**src/common/decode_pkg.sv**
```systemverilog
// RV64I decode package: instruction formats, immediate and ALU encodings, opcodes.

`default_nettype none

package decode_pkg;

    // ----------------------------------------------------------------------
    // Instruction formats, most significant field first.
    // ----------------------------------------------------------------------
    typedef struct packed {
        logic [6:0] funct7;
        logic [4:0] rs2;
        logic [4:0] rs1;
        logic [2:0] funct3;
        logic [4:0] rd;
        logic [6:0] opcode;
    } r_fmt_t;

    typedef struct packed {
        logic [11:0] imm;
        logic [4:0]  rs1;
        logic [2:0]  funct3;
        logic [4:0]  rd;
        logic [6:0]  opcode;
    } i_fmt_t;

    typedef struct packed {
        logic [6:0] imm_hi;
        logic [4:0] rs2;
        logic [4:0] rs1;
        logic [2:0] funct3;
        logic [4:0] imm_lo;
        logic [6:0] opcode;
    } s_fmt_t;

    // Branch offset is scrambled across the word.
    typedef struct packed {
        logic       imm_12;
        logic [5:0] imm_10_5;
        logic [4:0] rs2;
        logic [4:0] rs1;
        logic [2:0] funct3;
        logic [3:0] imm_4_1;
        logic       imm_11;
        logic [6:0] opcode;
    } b_fmt_t;

    typedef struct packed {
        logic [19:0] imm;
        logic [4:0]  rd;
        logic [6:0]  opcode;
    } u_fmt_t;

    // Jump offset, also scrambled.
    typedef struct packed {
        logic       imm_20;
        logic [9:0] imm_10_1;
        logic       imm_11;
        logic [7:0] imm_19_12;
        logic [4:0] rd;
        logic [6:0] opcode;
    } j_fmt_t;

    // One 32-bit word, six views of it.
    typedef union packed {
        r_fmt_t r;
        i_fmt_t i;
        s_fmt_t s;
        b_fmt_t b;
        u_fmt_t u;
        j_fmt_t j;
    } instr_u;

    // ----------------------------------------------------------------------
    // Encodings.
    // ----------------------------------------------------------------------
    // Immediate kinds, same codes as the extender mux table.
    typedef enum logic [2:0] {
        IMM_I = 3'd0,
        IMM_S = 3'd1,
        IMM_B = 3'd2,
        IMM_J = 3'd3,
        IMM_U = 3'd4
    } imm_sel_t;

    // ALU operations; PASS_B forwards operand B (LUI).
    typedef enum logic [3:0] {
        ADD    = 4'd0,
        SUB    = 4'd1,
        SLL    = 4'd2,
        SLT    = 4'd3,
        SLTU   = 4'd4,
        XOR    = 4'd5,
        SRL    = 4'd6,
        SRA    = 4'd7,
        OR     = 4'd8,
        AND    = 4'd9,
        PASS_B = 4'd10
    } alu_op_t;

    // Base integer and memory opcodes.
    localparam logic [6:0] OPC_LUI     = 7'b0110111;
    localparam logic [6:0] OPC_AUIPC   = 7'b0010111;
    localparam logic [6:0] OPC_JAL     = 7'b1101111;
    localparam logic [6:0] OPC_JALR    = 7'b1100111;
    localparam logic [6:0] OPC_BRANCH  = 7'b1100011;
    localparam logic [6:0] OPC_LOAD    = 7'b0000011;
    localparam logic [6:0] OPC_STORE   = 7'b0100011;
    localparam logic [6:0] OPC_OPIMM   = 7'b0010011;
    localparam logic [6:0] OPC_OP      = 7'b0110011;
    localparam logic [6:0] OPC_OPIMM32 = 7'b0011011;
    localparam logic [6:0] OPC_OP32    = 7'b0111011;

endpackage

`default_nettype wire
```
**src/hdl/decode_top.sv**
```systemverilog
// Decode stage top: receiver, control decoder, immediate extender and transmitter.

`timescale 1ns/1ps
`default_nettype none

module decode_top #(
    parameter int XLEN = 64
) (
    // Clock and reset.
    input  logic                  i_clk,
    input  logic                  i_rst,

    // Fetch link.
    input  logic                  i_in_req,
    input  logic [31:0]           i_in_instr,
    output logic                  o_in_ack,

    // Execute link.
    output logic                  o_out_req,
    input  logic                  i_out_ack,
    output logic [4:0]            o_rd,
    output logic [4:0]            o_rs1,
    output logic [4:0]            o_rs2,
    output decode_pkg::alu_op_t   o_alu_op,
    output decode_pkg::imm_sel_t  o_imm_sel,
    output logic                  o_use_imm,
    output logic                  o_reg_write,
    output logic                  o_mem_read,
    output logic                  o_mem_write,
    output logic                  o_branch,
    output logic                  o_jump,
    output logic                  o_word_op,
    output logic                  o_illegal,
    output logic [XLEN-1:0]       o_imm
);

    import decode_pkg::*;

    // Buffered word.
    instr_u          rx_instr;
    logic            rx_valid;
    logic            take;

    // Combinational decode results.
    logic [4:0]      dec_rd;
    logic [4:0]      dec_rs1;
    logic [4:0]      dec_rs2;
    alu_op_t         dec_alu_op;
    imm_sel_t        dec_imm_sel;
    logic            dec_use_imm;
    logic            dec_reg_write;
    logic            dec_mem_read;
    logic            dec_mem_write;
    logic            dec_branch;
    logic            dec_jump;
    logic            dec_word_op;
    logic            dec_illegal;
    logic [XLEN-1:0] dec_imm;

    // ----------------------------------------------------------------------
    // Input side.
    // ----------------------------------------------------------------------
    instr_rx u_rx (
        .i_clk      (i_clk),
        .i_rst      (i_rst),
        .i_in_req   (i_in_req),
        .i_in_instr (i_in_instr),
        .o_in_ack   (o_in_ack),
        .i_take     (take),
        .o_valid    (rx_valid),
        .o_instr    (rx_instr)
    );

    // Decode path, no clock.
    control_decoder u_dec (
        .i_instr     (rx_instr),
        .o_rd        (dec_rd),
        .o_rs1       (dec_rs1),
        .o_rs2       (dec_rs2),
        .o_alu_op    (dec_alu_op),
        .o_imm_sel   (dec_imm_sel),
        .o_use_imm   (dec_use_imm),
        .o_reg_write (dec_reg_write),
        .o_mem_read  (dec_mem_read),
        .o_mem_write (dec_mem_write),
        .o_branch    (dec_branch),
        .o_jump      (dec_jump),
        .o_word_op   (dec_word_op),
        .o_illegal   (dec_illegal)
    );

    extend_imm #(
        .XLEN (XLEN)
    ) u_ext (
        .i_instr   (rx_instr),
        .i_imm_sel (dec_imm_sel),
        .o_imm_ext (dec_imm)
    );

    // ----------------------------------------------------------------------
    // Output side.
    // ----------------------------------------------------------------------
    decode_tx #(
        .XLEN (XLEN)
    ) u_tx (
        .i_clk       (i_clk),
        .i_rst       (i_rst),
        .i_valid     (rx_valid),
        .i_rd        (dec_rd),
        .i_rs1       (dec_rs1),
        .i_rs2       (dec_rs2),
        .i_alu_op    (dec_alu_op),
        .i_imm_sel   (dec_imm_sel),
        .i_use_imm   (dec_use_imm),
        .i_reg_write (dec_reg_write),
        .i_mem_read  (dec_mem_read),
        .i_mem_write (dec_mem_write),
        .i_branch    (dec_branch),
        .i_jump      (dec_jump),
        .i_word_op   (dec_word_op),
        .i_illegal   (dec_illegal),
        .i_imm       (dec_imm),
        .o_take      (take),
        .o_out_req   (o_out_req),
        .i_out_ack   (i_out_ack),
        .o_rd        (o_rd),
        .o_rs1       (o_rs1),
        .o_rs2       (o_rs2),
        .o_alu_op    (o_alu_op),
        .o_imm_sel   (o_imm_sel),
        .o_use_imm   (o_use_imm),
        .o_reg_write (o_reg_write),
        .o_mem_read  (o_mem_read),
        .o_mem_write (o_mem_write),
        .o_branch    (o_branch),
        .o_jump      (o_jump),
        .o_word_op   (o_word_op),
        .o_illegal   (o_illegal),
        .o_imm       (o_imm)
    );

endmodule

`default_nettype wire

```
**src/hdl/decode_tx.sv**
```systemverilog
// Decode transmitter: registers the decoded bundle and offers it as a four-phase source.

`timescale 1ns/1ps
`default_nettype none

module decode_tx #(
    parameter int XLEN = 64
) (
    // Clock and reset.
    input  logic                  i_clk,
    input  logic                  i_rst,

    // Decoded bundle in.
    input  logic                  i_valid,
    input  logic [4:0]            i_rd,
    input  logic [4:0]            i_rs1,
    input  logic [4:0]            i_rs2,
    input  decode_pkg::alu_op_t   i_alu_op,
    input  decode_pkg::imm_sel_t  i_imm_sel,
    input  logic                  i_use_imm,
    input  logic                  i_reg_write,
    input  logic                  i_mem_read,
    input  logic                  i_mem_write,
    input  logic                  i_branch,
    input  logic                  i_jump,
    input  logic                  i_word_op,
    input  logic                  i_illegal,
    input  logic [XLEN-1:0]       i_imm,
    output logic                  o_take,

    // Execute side handshake.
    output logic                  o_out_req,
    input  logic                  i_out_ack,
    output logic [4:0]            o_rd,
    output logic [4:0]            o_rs1,
    output logic [4:0]            o_rs2,
    output decode_pkg::alu_op_t   o_alu_op,
    output decode_pkg::imm_sel_t  o_imm_sel,
    output logic                  o_use_imm,
    output logic                  o_reg_write,
    output logic                  o_mem_read,
    output logic                  o_mem_write,
    output logic                  o_branch,
    output logic                  o_jump,
    output logic                  o_word_op,
    output logic                  o_illegal,
    output logic [XLEN-1:0]       o_imm
);

    import decode_pkg::*;

    logic slot_full;

    // Load edge; the same pulse frees the input buffer.
    assign o_take = i_valid && !slot_full;

    // ----------------------------------------------------------------------
    // Source half of the handshake.
    // ----------------------------------------------------------------------
    always_ff @(posedge i_clk) begin
        if (i_rst) begin
            slot_full <= 1'b0;
            o_out_req <= 1'b0;
        end
        else if (o_take) begin
            slot_full <= 1'b1;
            o_out_req <= 1'b1;
        end
        else if (o_out_req && i_out_ack) begin
            o_out_req <= 1'b0;
        end
        else if (slot_full && !o_out_req && !i_out_ack) begin
            // Return to zero done.
            slot_full <= 1'b0;
        end
    end

    // Bundle register.
    always_ff @(posedge i_clk) begin
        if (o_take) begin
            o_rd        <= i_rd;
            o_rs1       <= i_rs1;
            o_rs2       <= i_rs2;
            o_alu_op    <= i_alu_op;
            o_imm_sel   <= i_imm_sel;
            o_use_imm   <= i_use_imm;
            o_reg_write <= i_reg_write;
            o_mem_read  <= i_mem_read;
            o_mem_write <= i_mem_write;
            o_branch    <= i_branch;
            o_jump      <= i_jump;
            o_word_op   <= i_word_op;
            o_illegal   <= i_illegal;
            o_imm       <= i_imm;
        end
    end

    // Req and payload hold until the sink answers.
    a_req_hold : assert property (
        @(posedge i_clk) disable iff (i_rst)
        (o_out_req && !i_out_ack) |=>
            (o_out_req && $stable(o_imm) && $stable(o_alu_op) && $stable(o_rd))
    );

endmodule

`default_nettype wire

```
**src/decoder/extend_imm.sv**
```systemverilog
// Immediate extender: rebuilds the I, S, B, J or U immediate and sign-extends it.

`timescale 1ns/1ps
`default_nettype none

module extend_imm #(
    parameter int XLEN = 64
) (
    // Instruction word and kind of immediate.
    input  decode_pkg::instr_u    i_instr,
    input  decode_pkg::imm_sel_t  i_imm_sel,

    // Extended immediate.
    output logic [XLEN-1:0]       o_imm_ext
);

    import decode_pkg::*;

    logic        sign;
    logic [31:0] imm_i;
    logic [31:0] imm_s;
    logic [31:0] imm_b;
    logic [31:0] imm_j;
    logic [31:0] imm_u;
    logic [31:0] imm_sel32;

    // Sign always sits in instruction bit 31.
    assign sign = i_instr.r.funct7[6];

    // ----------------------------------------------------------------------
    // Per-format rebuild, first to 32 bits.
    // ----------------------------------------------------------------------
    assign imm_i = {{20{sign}}, i_instr.i.imm};
    assign imm_s = {{20{sign}}, i_instr.s.imm_hi, i_instr.s.imm_lo};
    assign imm_b = {{19{sign}}, i_instr.b.imm_12, i_instr.b.imm_11,
                    i_instr.b.imm_10_5, i_instr.b.imm_4_1, 1'b0};
    assign imm_j = {{11{sign}}, i_instr.j.imm_20, i_instr.j.imm_19_12,
                    i_instr.j.imm_11, i_instr.j.imm_10_1, 1'b0};
    // Upper 20 bits, twelve zeros below.
    assign imm_u = {i_instr.u.imm, 12'd0};

    // Mux on the select bits; bit 2 alone means U.
    always_comb begin
        if (i_imm_sel[2]) begin
            imm_sel32 = imm_u;
        end
        else if (i_imm_sel[1]) begin
            imm_sel32 = i_imm_sel[0] ? imm_j : imm_b;
        end
        else begin
            imm_sel32 = i_imm_sel[0] ? imm_s : imm_i;
        end

        // The decoder never names a code past U.
        a_sel_range : assert (i_imm_sel <= IMM_U);
    end

    // Signed cast widens the word to XLEN.
    assign o_imm_ext = XLEN'($signed(imm_sel32));

endmodule

`default_nettype wire

```
**src/decoder/control_decoder.sv**
```systemverilog
// Control decoder: opcode, funct3 and funct7 to flags, ALU op and register fields.

`timescale 1ns/1ps
`default_nettype none

module control_decoder (
    // Instruction word.
    input  decode_pkg::instr_u    i_instr,

    // Register addresses, zero when unused.
    output logic [4:0]            o_rd,
    output logic [4:0]            o_rs1,
    output logic [4:0]            o_rs2,

    // Operation and control flags.
    output decode_pkg::alu_op_t   o_alu_op,
    output decode_pkg::imm_sel_t  o_imm_sel,
    output logic                  o_use_imm,
    output logic                  o_reg_write,
    output logic                  o_mem_read,
    output logic                  o_mem_write,
    output logic                  o_branch,
    output logic                  o_jump,
    output logic                  o_word_op,
    output logic                  o_illegal
);

    import decode_pkg::*;

    logic [6:0] opcode;
    logic [2:0] funct3;
    logic       f7_b5;

    // Fields share positions in every format.
    assign opcode = i_instr.r.opcode;
    assign funct3 = i_instr.r.funct3;
    // Instruction bit 30.
    assign f7_b5  = i_instr.r.funct7[5];

    // funct3 map; SUB only exists for register-register ops.
    // SRA is picked by bit 30 in both forms.
    function automatic alu_op_t alu_from_funct(input logic [2:0] f3,
                                               input logic       b30,
                                               input logic       reg_op);
        alu_op_t op;
        case (f3)
            3'b000: begin
                if (reg_op && b30) op = SUB;
                else               op = ADD;
            end
            3'b001: op = SLL;
            3'b010: op = SLT;
            3'b011: op = SLTU;
            3'b100: op = XOR;
            3'b101: begin
                if (b30) op = SRA;
                else     op = SRL;
            end
            3'b110: op = OR;
            default: op = AND;
        endcase
        return op;
    endfunction

    // ----------------------------------------------------------------------
    // Main decode.
    // ----------------------------------------------------------------------
    always_comb begin
        // Defaults match the illegal case, bar the flag itself.
        o_rd        = 5'd0;
        o_rs1       = 5'd0;
        o_rs2       = 5'd0;
        o_alu_op    = ADD;
        o_imm_sel   = IMM_I;
        o_use_imm   = 1'b0;
        o_reg_write = 1'b0;
        o_mem_read  = 1'b0;
        o_mem_write = 1'b0;
        o_branch    = 1'b0;
        o_jump      = 1'b0;
        o_word_op   = 1'b0;
        o_illegal   = 1'b0;

        case (opcode)
            OPC_LUI, OPC_AUIPC: begin
                o_rd        = i_instr.u.rd;
                o_reg_write = 1'b1;
                o_use_imm   = 1'b1;
                o_imm_sel   = IMM_U;
                // LUI passes the immediate, AUIPC adds it to pc.
                if (opcode == OPC_LUI) o_alu_op = PASS_B;
            end
            OPC_JAL: begin
                o_rd        = i_instr.j.rd;
                o_reg_write = 1'b1;
                o_jump      = 1'b1;
                o_use_imm   = 1'b1;
                o_imm_sel   = IMM_J;
            end
            OPC_JALR, OPC_LOAD: begin
                o_rd        = i_instr.i.rd;
                o_rs1       = i_instr.i.rs1;
                o_reg_write = 1'b1;
                o_use_imm   = 1'b1;
                o_jump      = (opcode == OPC_JALR);
                o_mem_read  = (opcode == OPC_LOAD);
            end
            OPC_BRANCH: begin
                // ALU forms the target, rs1 and rs2 go to the comparator.
                o_rs1     = i_instr.b.rs1;
                o_rs2     = i_instr.b.rs2;
                o_branch  = 1'b1;
                o_use_imm = 1'b1;
                o_imm_sel = IMM_B;
            end
            OPC_STORE: begin
                o_rs1       = i_instr.s.rs1;
                o_rs2       = i_instr.s.rs2;
                o_mem_write = 1'b1;
                o_use_imm   = 1'b1;
                o_imm_sel   = IMM_S;
            end
            OPC_OPIMM, OPC_OPIMM32: begin
                o_rd        = i_instr.i.rd;
                o_rs1       = i_instr.i.rs1;
                o_reg_write = 1'b1;
                o_use_imm   = 1'b1;
                o_word_op   = (opcode == OPC_OPIMM32);
                o_alu_op    = alu_from_funct(funct3, f7_b5, 1'b0);
            end
            OPC_OP, OPC_OP32: begin
                o_rd        = i_instr.r.rd;
                o_rs1       = i_instr.r.rs1;
                o_rs2       = i_instr.r.rs2;
                o_reg_write = 1'b1;
                o_word_op   = (opcode == OPC_OP32);
                o_alu_op    = alu_from_funct(funct3, f7_b5, 1'b1);
            end
            default: begin
                o_illegal = 1'b1;
            end
        endcase
    end

endmodule

`default_nettype wire

```
**src/hdl/instr_rx.sv**
```systemverilog
// Instruction receiver: four-phase sink from fetch with a one-word buffer.

`timescale 1ns/1ps
`default_nettype none

module instr_rx (
    // Clock and reset.
    input  logic                  i_clk,
    input  logic                  i_rst,

    // Fetch side handshake.
    input  logic                  i_in_req,
    input  logic [31:0]           i_in_instr,
    output logic                  o_in_ack,

    // Toward the decoder.
    input  logic                  i_take,
    output logic                  o_valid,
    output decode_pkg::instr_u    o_instr
);

    import decode_pkg::*;

    logic buf_load;

    // Accept only with an empty buffer and ack already low.
    // A full buffer holds ack low, which stalls fetch.
    assign buf_load = i_in_req && !o_valid && !o_in_ack;

    // ----------------------------------------------------------------------
    // Handshake and valid flag.
    // ----------------------------------------------------------------------
    always_ff @(posedge i_clk) begin
        if (i_rst) begin
            o_in_ack <= 1'b0;
            o_valid  <= 1'b0;
        end
        else begin
            // Ack rises after capture, falls once req is seen low.
            if (buf_load) begin
                o_in_ack <= 1'b1;
            end
            else if (!i_in_req) begin
                o_in_ack <= 1'b0;
            end

            // Load and take never meet, take needs a full buffer.
            if (buf_load) begin
                o_valid <= 1'b1;
            end
            else if (i_take) begin
                o_valid <= 1'b0;
            end
        end
    end

    // Word buffer.
    always_ff @(posedge i_clk) begin
        if (buf_load) begin
            o_instr <= i_in_instr;
        end
    end

    // Ack only answers a request.
    a_ack_follows_req : assert property (
        @(posedge i_clk) disable iff (i_rst)
        $rose(o_in_ack) |-> $past(i_in_req)
    );

    // A held word is not overwritten before the transmitter takes it.
    a_buf_held : assert property (
        @(posedge i_clk) disable iff (i_rst)
        (o_valid && !i_take) |=> (o_valid && $stable(o_instr))
    );

endmodule

`default_nettype wire

```
**config.mk**
```make
export PLATFORM = sky130hd
export DESIGN_NAME = decode_top
export DESIGN_NICKNAME = d
export VERILOG_FILES = /design/src/common/decode_pkg.sv /design/src/hdl/decode_top.sv /design/src/hdl/decode_tx.sv /design/src/decoder/extend_imm.sv /design/src/decoder/control_decoder.sv /design/src/hdl/instr_rx.sv
export SDC_FILE = /design/constraint.sdc
export NUM_CORES = 1
export LEC_CHECK = 0
export BUFFER_PORTS_ARGS = -buffer_cell sky130_fd_sc_hd__buf_4
export CAP_MARGIN = 40
export CELL_PAD_IN_SITES_DETAIL_PLACEMENT = 2
export CELL_PAD_IN_SITES_GLOBAL_PLACEMENT = 2
export CORE_ASPECT_RATIO = 0.9
export CORE_MARGIN = 8
export CORE_UTILIZATION = 37
export CTS_CLUSTER_DIAMETER = 40
export DETAILED_ROUTE_END_ITERATION = 16
export GPL_ROUTABILITY_DRIVEN = 0
export PLACE_DENSITY = 0.86
export SYNTH_ARGS = -nofsm -noshare
export SYNTH_HDL_FRONTEND = slang
export SYNTH_HIERARCHICAL = 1
export SYNTH_SLANG_ARGS = --single-unit
```
**constraint.sdc**
```tcl
create_clock -name i_clk -period 6.6 [get_ports i_clk]
set_clock_uncertainty 0.15 [all_clocks]
set_input_delay 1.98 -clock i_clk [delete_from_list [all_inputs] [get_ports i_clk]]
set_output_delay 1.98 -clock i_clk [all_outputs]
set_load 0.01 [all_outputs]
```
**Word level (Yosys, flattened, before mapping)**

Index checks and enable logic that the tools add are counted.

- Bits in registers: 98
- Word-level logic and storage cells: 91
- Bits of input ports: 36

- Equality and inequality tests: 19
- Reductions and logical operators: 25
- Muxes and demuxes: 27

Operators by type and width:

| cell | count |
|---|---|
| case mux 4 bit (7 select lines) | 2 |
| 2-to-1 mux 20 bit | 2 |
| 2-to-1 mux 31 bit | 1 |
| equality test 7 x 6 -> 1 bit (second input constant) | 4 |
| equality test 7 x 5 -> 1 bit (second input constant) | 3 |
| equality test 7 bit (second input constant) | 3 |
| OR reduction 9 bit | 2 |
| 2-to-1 mux 1 bit | 16 |
| case mux 3 bit (4 select lines) | 1 |
| case mux 4 bit (3 select lines) | 1 |
| OR reduction 11 bit | 1 |
| equality test 3 bit (second input constant) | 3 |
| OR reduction 2 bit | 4 |
| OR reduction 8 bit | 1 |
| equality test 7 x 2 -> 1 bit (second input constant) | 1 |
| equality test 3 x 2 -> 1 bit (second input constant) | 2 |
| logical AND 1 bit | 6 |
| nonzero test 2 bit | 3 |
| zero test 1 bit | 5 |
| 2-to-1 mux 5 bit | 1 |
| 2-to-1 mux 4 bit | 1 |
| case mux 1 bit (2 select lines) | 2 |
| OR reduction 4 bit | 1 |
| equality test 3 x 1 -> 1 bit (second input constant) | 1 |
| other kinds (4) | 4 |

**Depth between registers and ports, before layout**

- Word-level depth: 6
- Gate-level depth with buffers: 8

**Cells and area by module**

The synthesis kept the hierarchy.

By module, submodules not included:

| module | cells each | area each (um^2) | seq. area each (um^2) | instances |
|---|---|---|---|---|
| decode_tx | 102 | 2900.3 | 2862.7 | 1 |
| instr_rx | 39 | 1046.0 | 1001.0 | 1 |
| extend_imm | 95 | 689.4 | 0.0 | 1 |
| control_decoder | 84 | 499.2 | 0.0 | 1 |

**Worst setup path after synthesis**

No wires, ideal clock.

- Path type: reg-to-reg
- Start: register u_rx.o_valid
- End: register u_tx.o_out_req
- Stages on the path, launching flop included: 3
- Setup slack: 1.206 ns
- Path buffers: 0
- Data required time: 6.373 ns
- Setup time: 0.077 ns
- Arrival: 5.168 ns
- Clock period less this slack: 5.394 ns
- Path through: dfxtp_1 > nor2b_1 > o21ba_2

- Longest elaborated chain between the ends: 2
- Elaborated cells on any way between the ends: 3

RTL lines:

| what | line | source |
|---|---|---|
| from (decl) | instr_rx.sv:18 | `output logic o_valid,` |
| from (signal assigned) | instr_rx.sv:36 | `o_valid <= 1'b0;` |
| from (signal assigned) | instr_rx.sv:49 | `o_valid <= 1'b1;` |
| from (signal assigned) | instr_rx.sv:52 | `o_valid <= 1'b0;` |
| logical AND 1 bit (*) | decode_tx.sv:55 | `assign o_take = i_valid && !slot_full;` |
| net take | decode_top.sv:42 | `logic take;` |
| 2-to-1 mux 1 bit or nonzero test 2 bit (tied branches) | n/a |  |
| to (signal assigned) | decode_tx.sv:63 | `o_out_req <= 1'b0;` |
| to (signal assigned) | decode_tx.sv:67 | `o_out_req <= 1'b1;` |
| to (signal assigned) | decode_tx.sv:70 | `o_out_req <= 1'b0;` |
| to (decl) | decode_tx.sv:32 | `output logic o_out_req,` |

Mark *: on every way through the listed nets, which the timed path passes. The rest lies on a longest branch.
A chain may end at the register's enable or synchronous reset.

**Final worst setup path**

- Start: register u_tx.o_imm[24]
- End: output port o_imm[24]

RTL lines:

| what | line | source |
|---|---|---|
| from (decl) | decode_tx.sv:47 | `output logic [XLEN-1:0] o_imm` |
| from (signal assigned) | decode_tx.sv:94 | `o_imm <= i_imm;` |
| to (decl) | decode_top.sv:34 | `output logic [XLEN-1:0] o_imm` |

No word-level cell between the ends.

==> impl.org <==
** Clock tree
- Setup Buffers After CTS :: 0
- Htree depth :: 4
- Clock latency on the worst-skew pair :: 410 ps
- Total clock sinks :: 130
- Count of instances resized after the clock tree is built :: 0
- Quantity of hold-fixing buffers added after cts :: 0
- After clock tree synthesis, the clock-pin slew on the worst setup and hold paths is 60 ps.
- The root buffer cell chosen for the clock tree is sky130_fd_sc_hd__clkbuf_16.
- TritonCTS built the clock tree.
- Number of buffers on the longest clock path :: 2
- CTS Buf Count :: 17

** Synth
- Number of flops mapped to enable cells by yosys :: 126
- A synthesized cell averages between 15 and 20 um^2.
- Top-count cell post-synth :: sky130_fd_sc_hd__edfxtp_1
- Post-synthesis instance total :: 320
- In the synthesized netlist the dominant register cell turns out to be sky130_fd_sc_hd__edfxtp_1.
- Number of distinct library cell variants in the gate-level netlist after synthesis :: 39
- In this run, synthesis produced a sequential element count of 130.
- The commonest cells after synthesis are 126 x sky130_fd_sc_hd__edfxtp_1, 36 x sky130_fd_sc_hd__nand2_1, 35 x sky130_fd_sc_hd__buf_4, 19 x sky130_fd_sc_hd__nor2_1, 11 x sky130_fd_sc_hd__nand2b_1.
- Summed instance area of the synthesized netlist :: 5135 um^2
- After synthesis, the share of flip-flops with an asynchronous set or reset is 0%.
- Sequential fraction of the synthesis area :: 75.24%
- Synth top area share :: 73.68%
- The Yosys step of the flow raised 6 warnings.
- Post-synth top area cell :: sky130_fd_sc_hd__edfxtp_1
- Post-synth net total :: 356
- Largest cells by area after synthesis :: sky130_fd_sc_hd__edfxtp_1 74%, sky130_fd_sc_hd__buf_4 5.1%, sky130_fd_sc_hd__nand2_1 2.6%

** STA
- Sum of negative setup slack :: 0 ps
- Setup violations remaining at the end of the flow were counted as 0.
- Worst Max-Slew Pin Slew :: 875.0 ps
- Worst slew margin relative to its limit :: 41.54%
- Hold_ws :: between 300 and 400 ps
- Of the available clock period, the critical path in the final layout requires approximately 47%.
- Count of pins over their slew limit :: 0
- Setup repair after global routing left no endpoint under its margin.
- The final hold violation count is 0.
- Fmax :: 319.5 MHz
- Fin crit period :: between 3000 and 4000 ps

** Critical path
- Ordered list of cells on the worst path :: buf_4
- STA classifies the critical path startpoint as a flip-flop.
- The number of buffers and inverters on the critical path is 1.
- The worst register-to-register path has a setup slack of 3530 ps.
- Crit. End Element :: primary output
- Arrival time worst endpoint :: 1000 ps
- Cell family with most CP delay :: flip-flops
- At the worst endpoint, the required time is 4470 ps.
- Depth of the worst register-to-register path :: 5
- For this design, the slowest cell found on the critical path is sky130_fd_sc_hd__edfxtp_1.
- Maximum fanout encountered on the critical timing path :: 1
- The critical path is of the reg -> out type.
- Largest incremental delay on the critical path :: ~420 ps
- Capturing point of the worst reg2reg path :: u_tx/o_imm[14]
- The startpoint identified for the worst register-to-register timing path is u_rx/o_instr[1].

** Finish
- Synth-to-layout area growth :: 28.85%
- Final layout net count :: between 400 and 500
- Inserted Diodes :: 0
- The layout has 1319 filler cells.
- The finished cells cover roughly 6600 um^2.
- Layout cell share with drive strength beyond 1 :: 41.50%
- Cells fill 47.95% of the core in the end.
- Excluding fillers, the count of instances in the completed layout stands at 613.

** Die
- Once the floorplan was initialized, standard cells occupied 37.21% of the core.
- Die width :: roughly 140 um
- Row generation in the floorplan step produced 41 rows.
- Number of top-level pins :: 132
- The floorplan step set the die height to approximately 130 um.
- The region available for standard cell placement spans 13800 um^2.
- The die covers 17910 um^2.

** Global route
- Entering global routing, the biggest net connects 70 pins.
- The via count of the first global-routing pass is between 3000 and 4000.
- The first global-routing pass estimated 19870 um of wire.
- GRT Util Overall :: 14.95%
- The total overflow left after global routing is 0.
- Antenna violations before repair :: 0

** Detailed routing
- Wires add up to about 13000 um.
- Residual DRC :: 0
- Final antenna-violating net count :: 0
- Dividing the detail-routed via count by the number of cells gives between 4 and 5.
- The routed layout has just under 3000 vias.
- For this run, the detailed router's first-pass iteration total came to 4.
- 1st-iter DRT viols :: ~180
- After detailed routing, the average wire length per cell comes to 21.20 um.

** Placement
- Count of input and output buffers :: 131
- Detailed placement HPWL :: 8843 um
- Number of cells after detailed placement :: 581
- Post-detailed-placement cell area :: roughly 6000 um^2

** Job
- Max-cap violation count :: 0

** Power
- Leakage dissipation :: 0.002540 uW
- Dividing total power by cell area gives a power density of 324.0 nW/um^2.
- VDD sags by at most 0.0001956 V.

** Min path
- The worst hold path terminates at u_tx/slot_full.
- The min-delay analysis places its worst path in the category reg -> reg.
- WHS Path Cells :: 1
- Launch instance of the worst min-delay path :: u_tx/slot_full

** Status
- Run status :: finished clean
-- layout by cell type (no fill, tap or decap), drive strengths merged --
cell type and count:
edfxtp 126, a21oi 5, nor4 3, xnor2 1
nor2 19, nand4 1, clkbuf 18, and4 1
nor3b 4, nor3 2, a21o 1, clkinv 7
o21bai 1, nand3b 3, inv 4, nor2b 11
mux2 8, buf 135, o221ai 1, o211ai 1
nand2b 11, a22oi 1, o21ai 3, and3b 1
and3 2, a211oi 4, bufinv 3, a221oi 1
dfxtp 4, clkinvlp 3, mux2i 6, nand2 36
a41o 1, a2111oi 1, o21ba 2, and2 7
nand3 3
-- per-layer routing --
layer	up-vias	global-route usage, %	part of all wire [%]
met5	-	0	0
met4	0	5.931	1.3
met3	15	5.473	6.0
met2	98	26.05	52
met1	1443	16.29	41
li1	1346	-	-
-- report_power, final --
group | switching [uW] | internal [uW] | leakage [uW]
Clock | 357 | 592 | 0.000286
Sequential | 34.1 | 979 | 0.00120
Combinational | 99.7 | 82.0 | 0.00105
Total | 491 | 1650 | 0.00254
-- how the worst max path moves through the flow --
stage / startpoint / end / depth (start not counted) / slack, ps
finish: u_tx/o_imm[24] / o_imm[24] / 1 / 3470
global route: u_rx/o_instr[1] / u_tx/o_imm[17] / 5 / 3410
CTS: u_tx/o_imm[24] / o_imm[24] / 1 / 3450
detailed placement: i_in_req / u_rx/o_instr[16] / 3 / 3390
global placement: i_in_req / u_rx/o_instr[13] / 3 / 3450
floorplan: u_rx/o_valid / u_tx/o_out_req / 2 / 1210
-- flip-flops by register name (all words and copies together), names as in the netlist --
register / count
u_rx/o_instr: 32
u_tx/o_rs2: 5
u_tx/o_mem_write: 1
u_tx/o_jump: 1
u_tx/o_word_op: 1
u_tx/o_mem_read: 1
u_tx/o_reg_write: 1
u_tx/o_rs1: 5
u_tx/o_use_imm: 1
u_rx/o_valid: 1
u_tx/o_imm: 64
u_tx/o_imm_sel: 3
u_rx/o_in_ack: 1
u_tx/slot_full: 1
u_tx/o_rd: 5
u_tx/o_illegal: 1
u_tx/o_alu_op: 4
u_tx/o_branch: 1
u_tx/o_out_req: 1
-- layout make-up --
class	instances	area (um^2)	area share (%)
flip-flops and latches	130	3864	58.40
multi-input cells	141	912.1	13.79
clock buffers	18	429.2	6.486
well taps	172	215.2	3.253
clock inverters	14	163.9	2.477
inverters	3	11.26	0.1702
repair buffers	135	1021	15.43
-- through the flow --
stage,power (uW),worst slack (ps)
floorplan,1127,1206
global placement,1198,3446
detailed placement,1216,3386
CTS,2177,3446
global route,2215,3409
finish,2144,3470
-- kinds of logic after synthesis --
family / after synthesis / synth area share [%]
mux: 14 / 3.509
xor+xnor: 1 / 0.3168
compound gates: 22 / 3.289
simple gates: 104 / 10.38
buf+inv: 49 / 7.261
flops: 130 / 75.24
(Power assumes the default switching activity.)
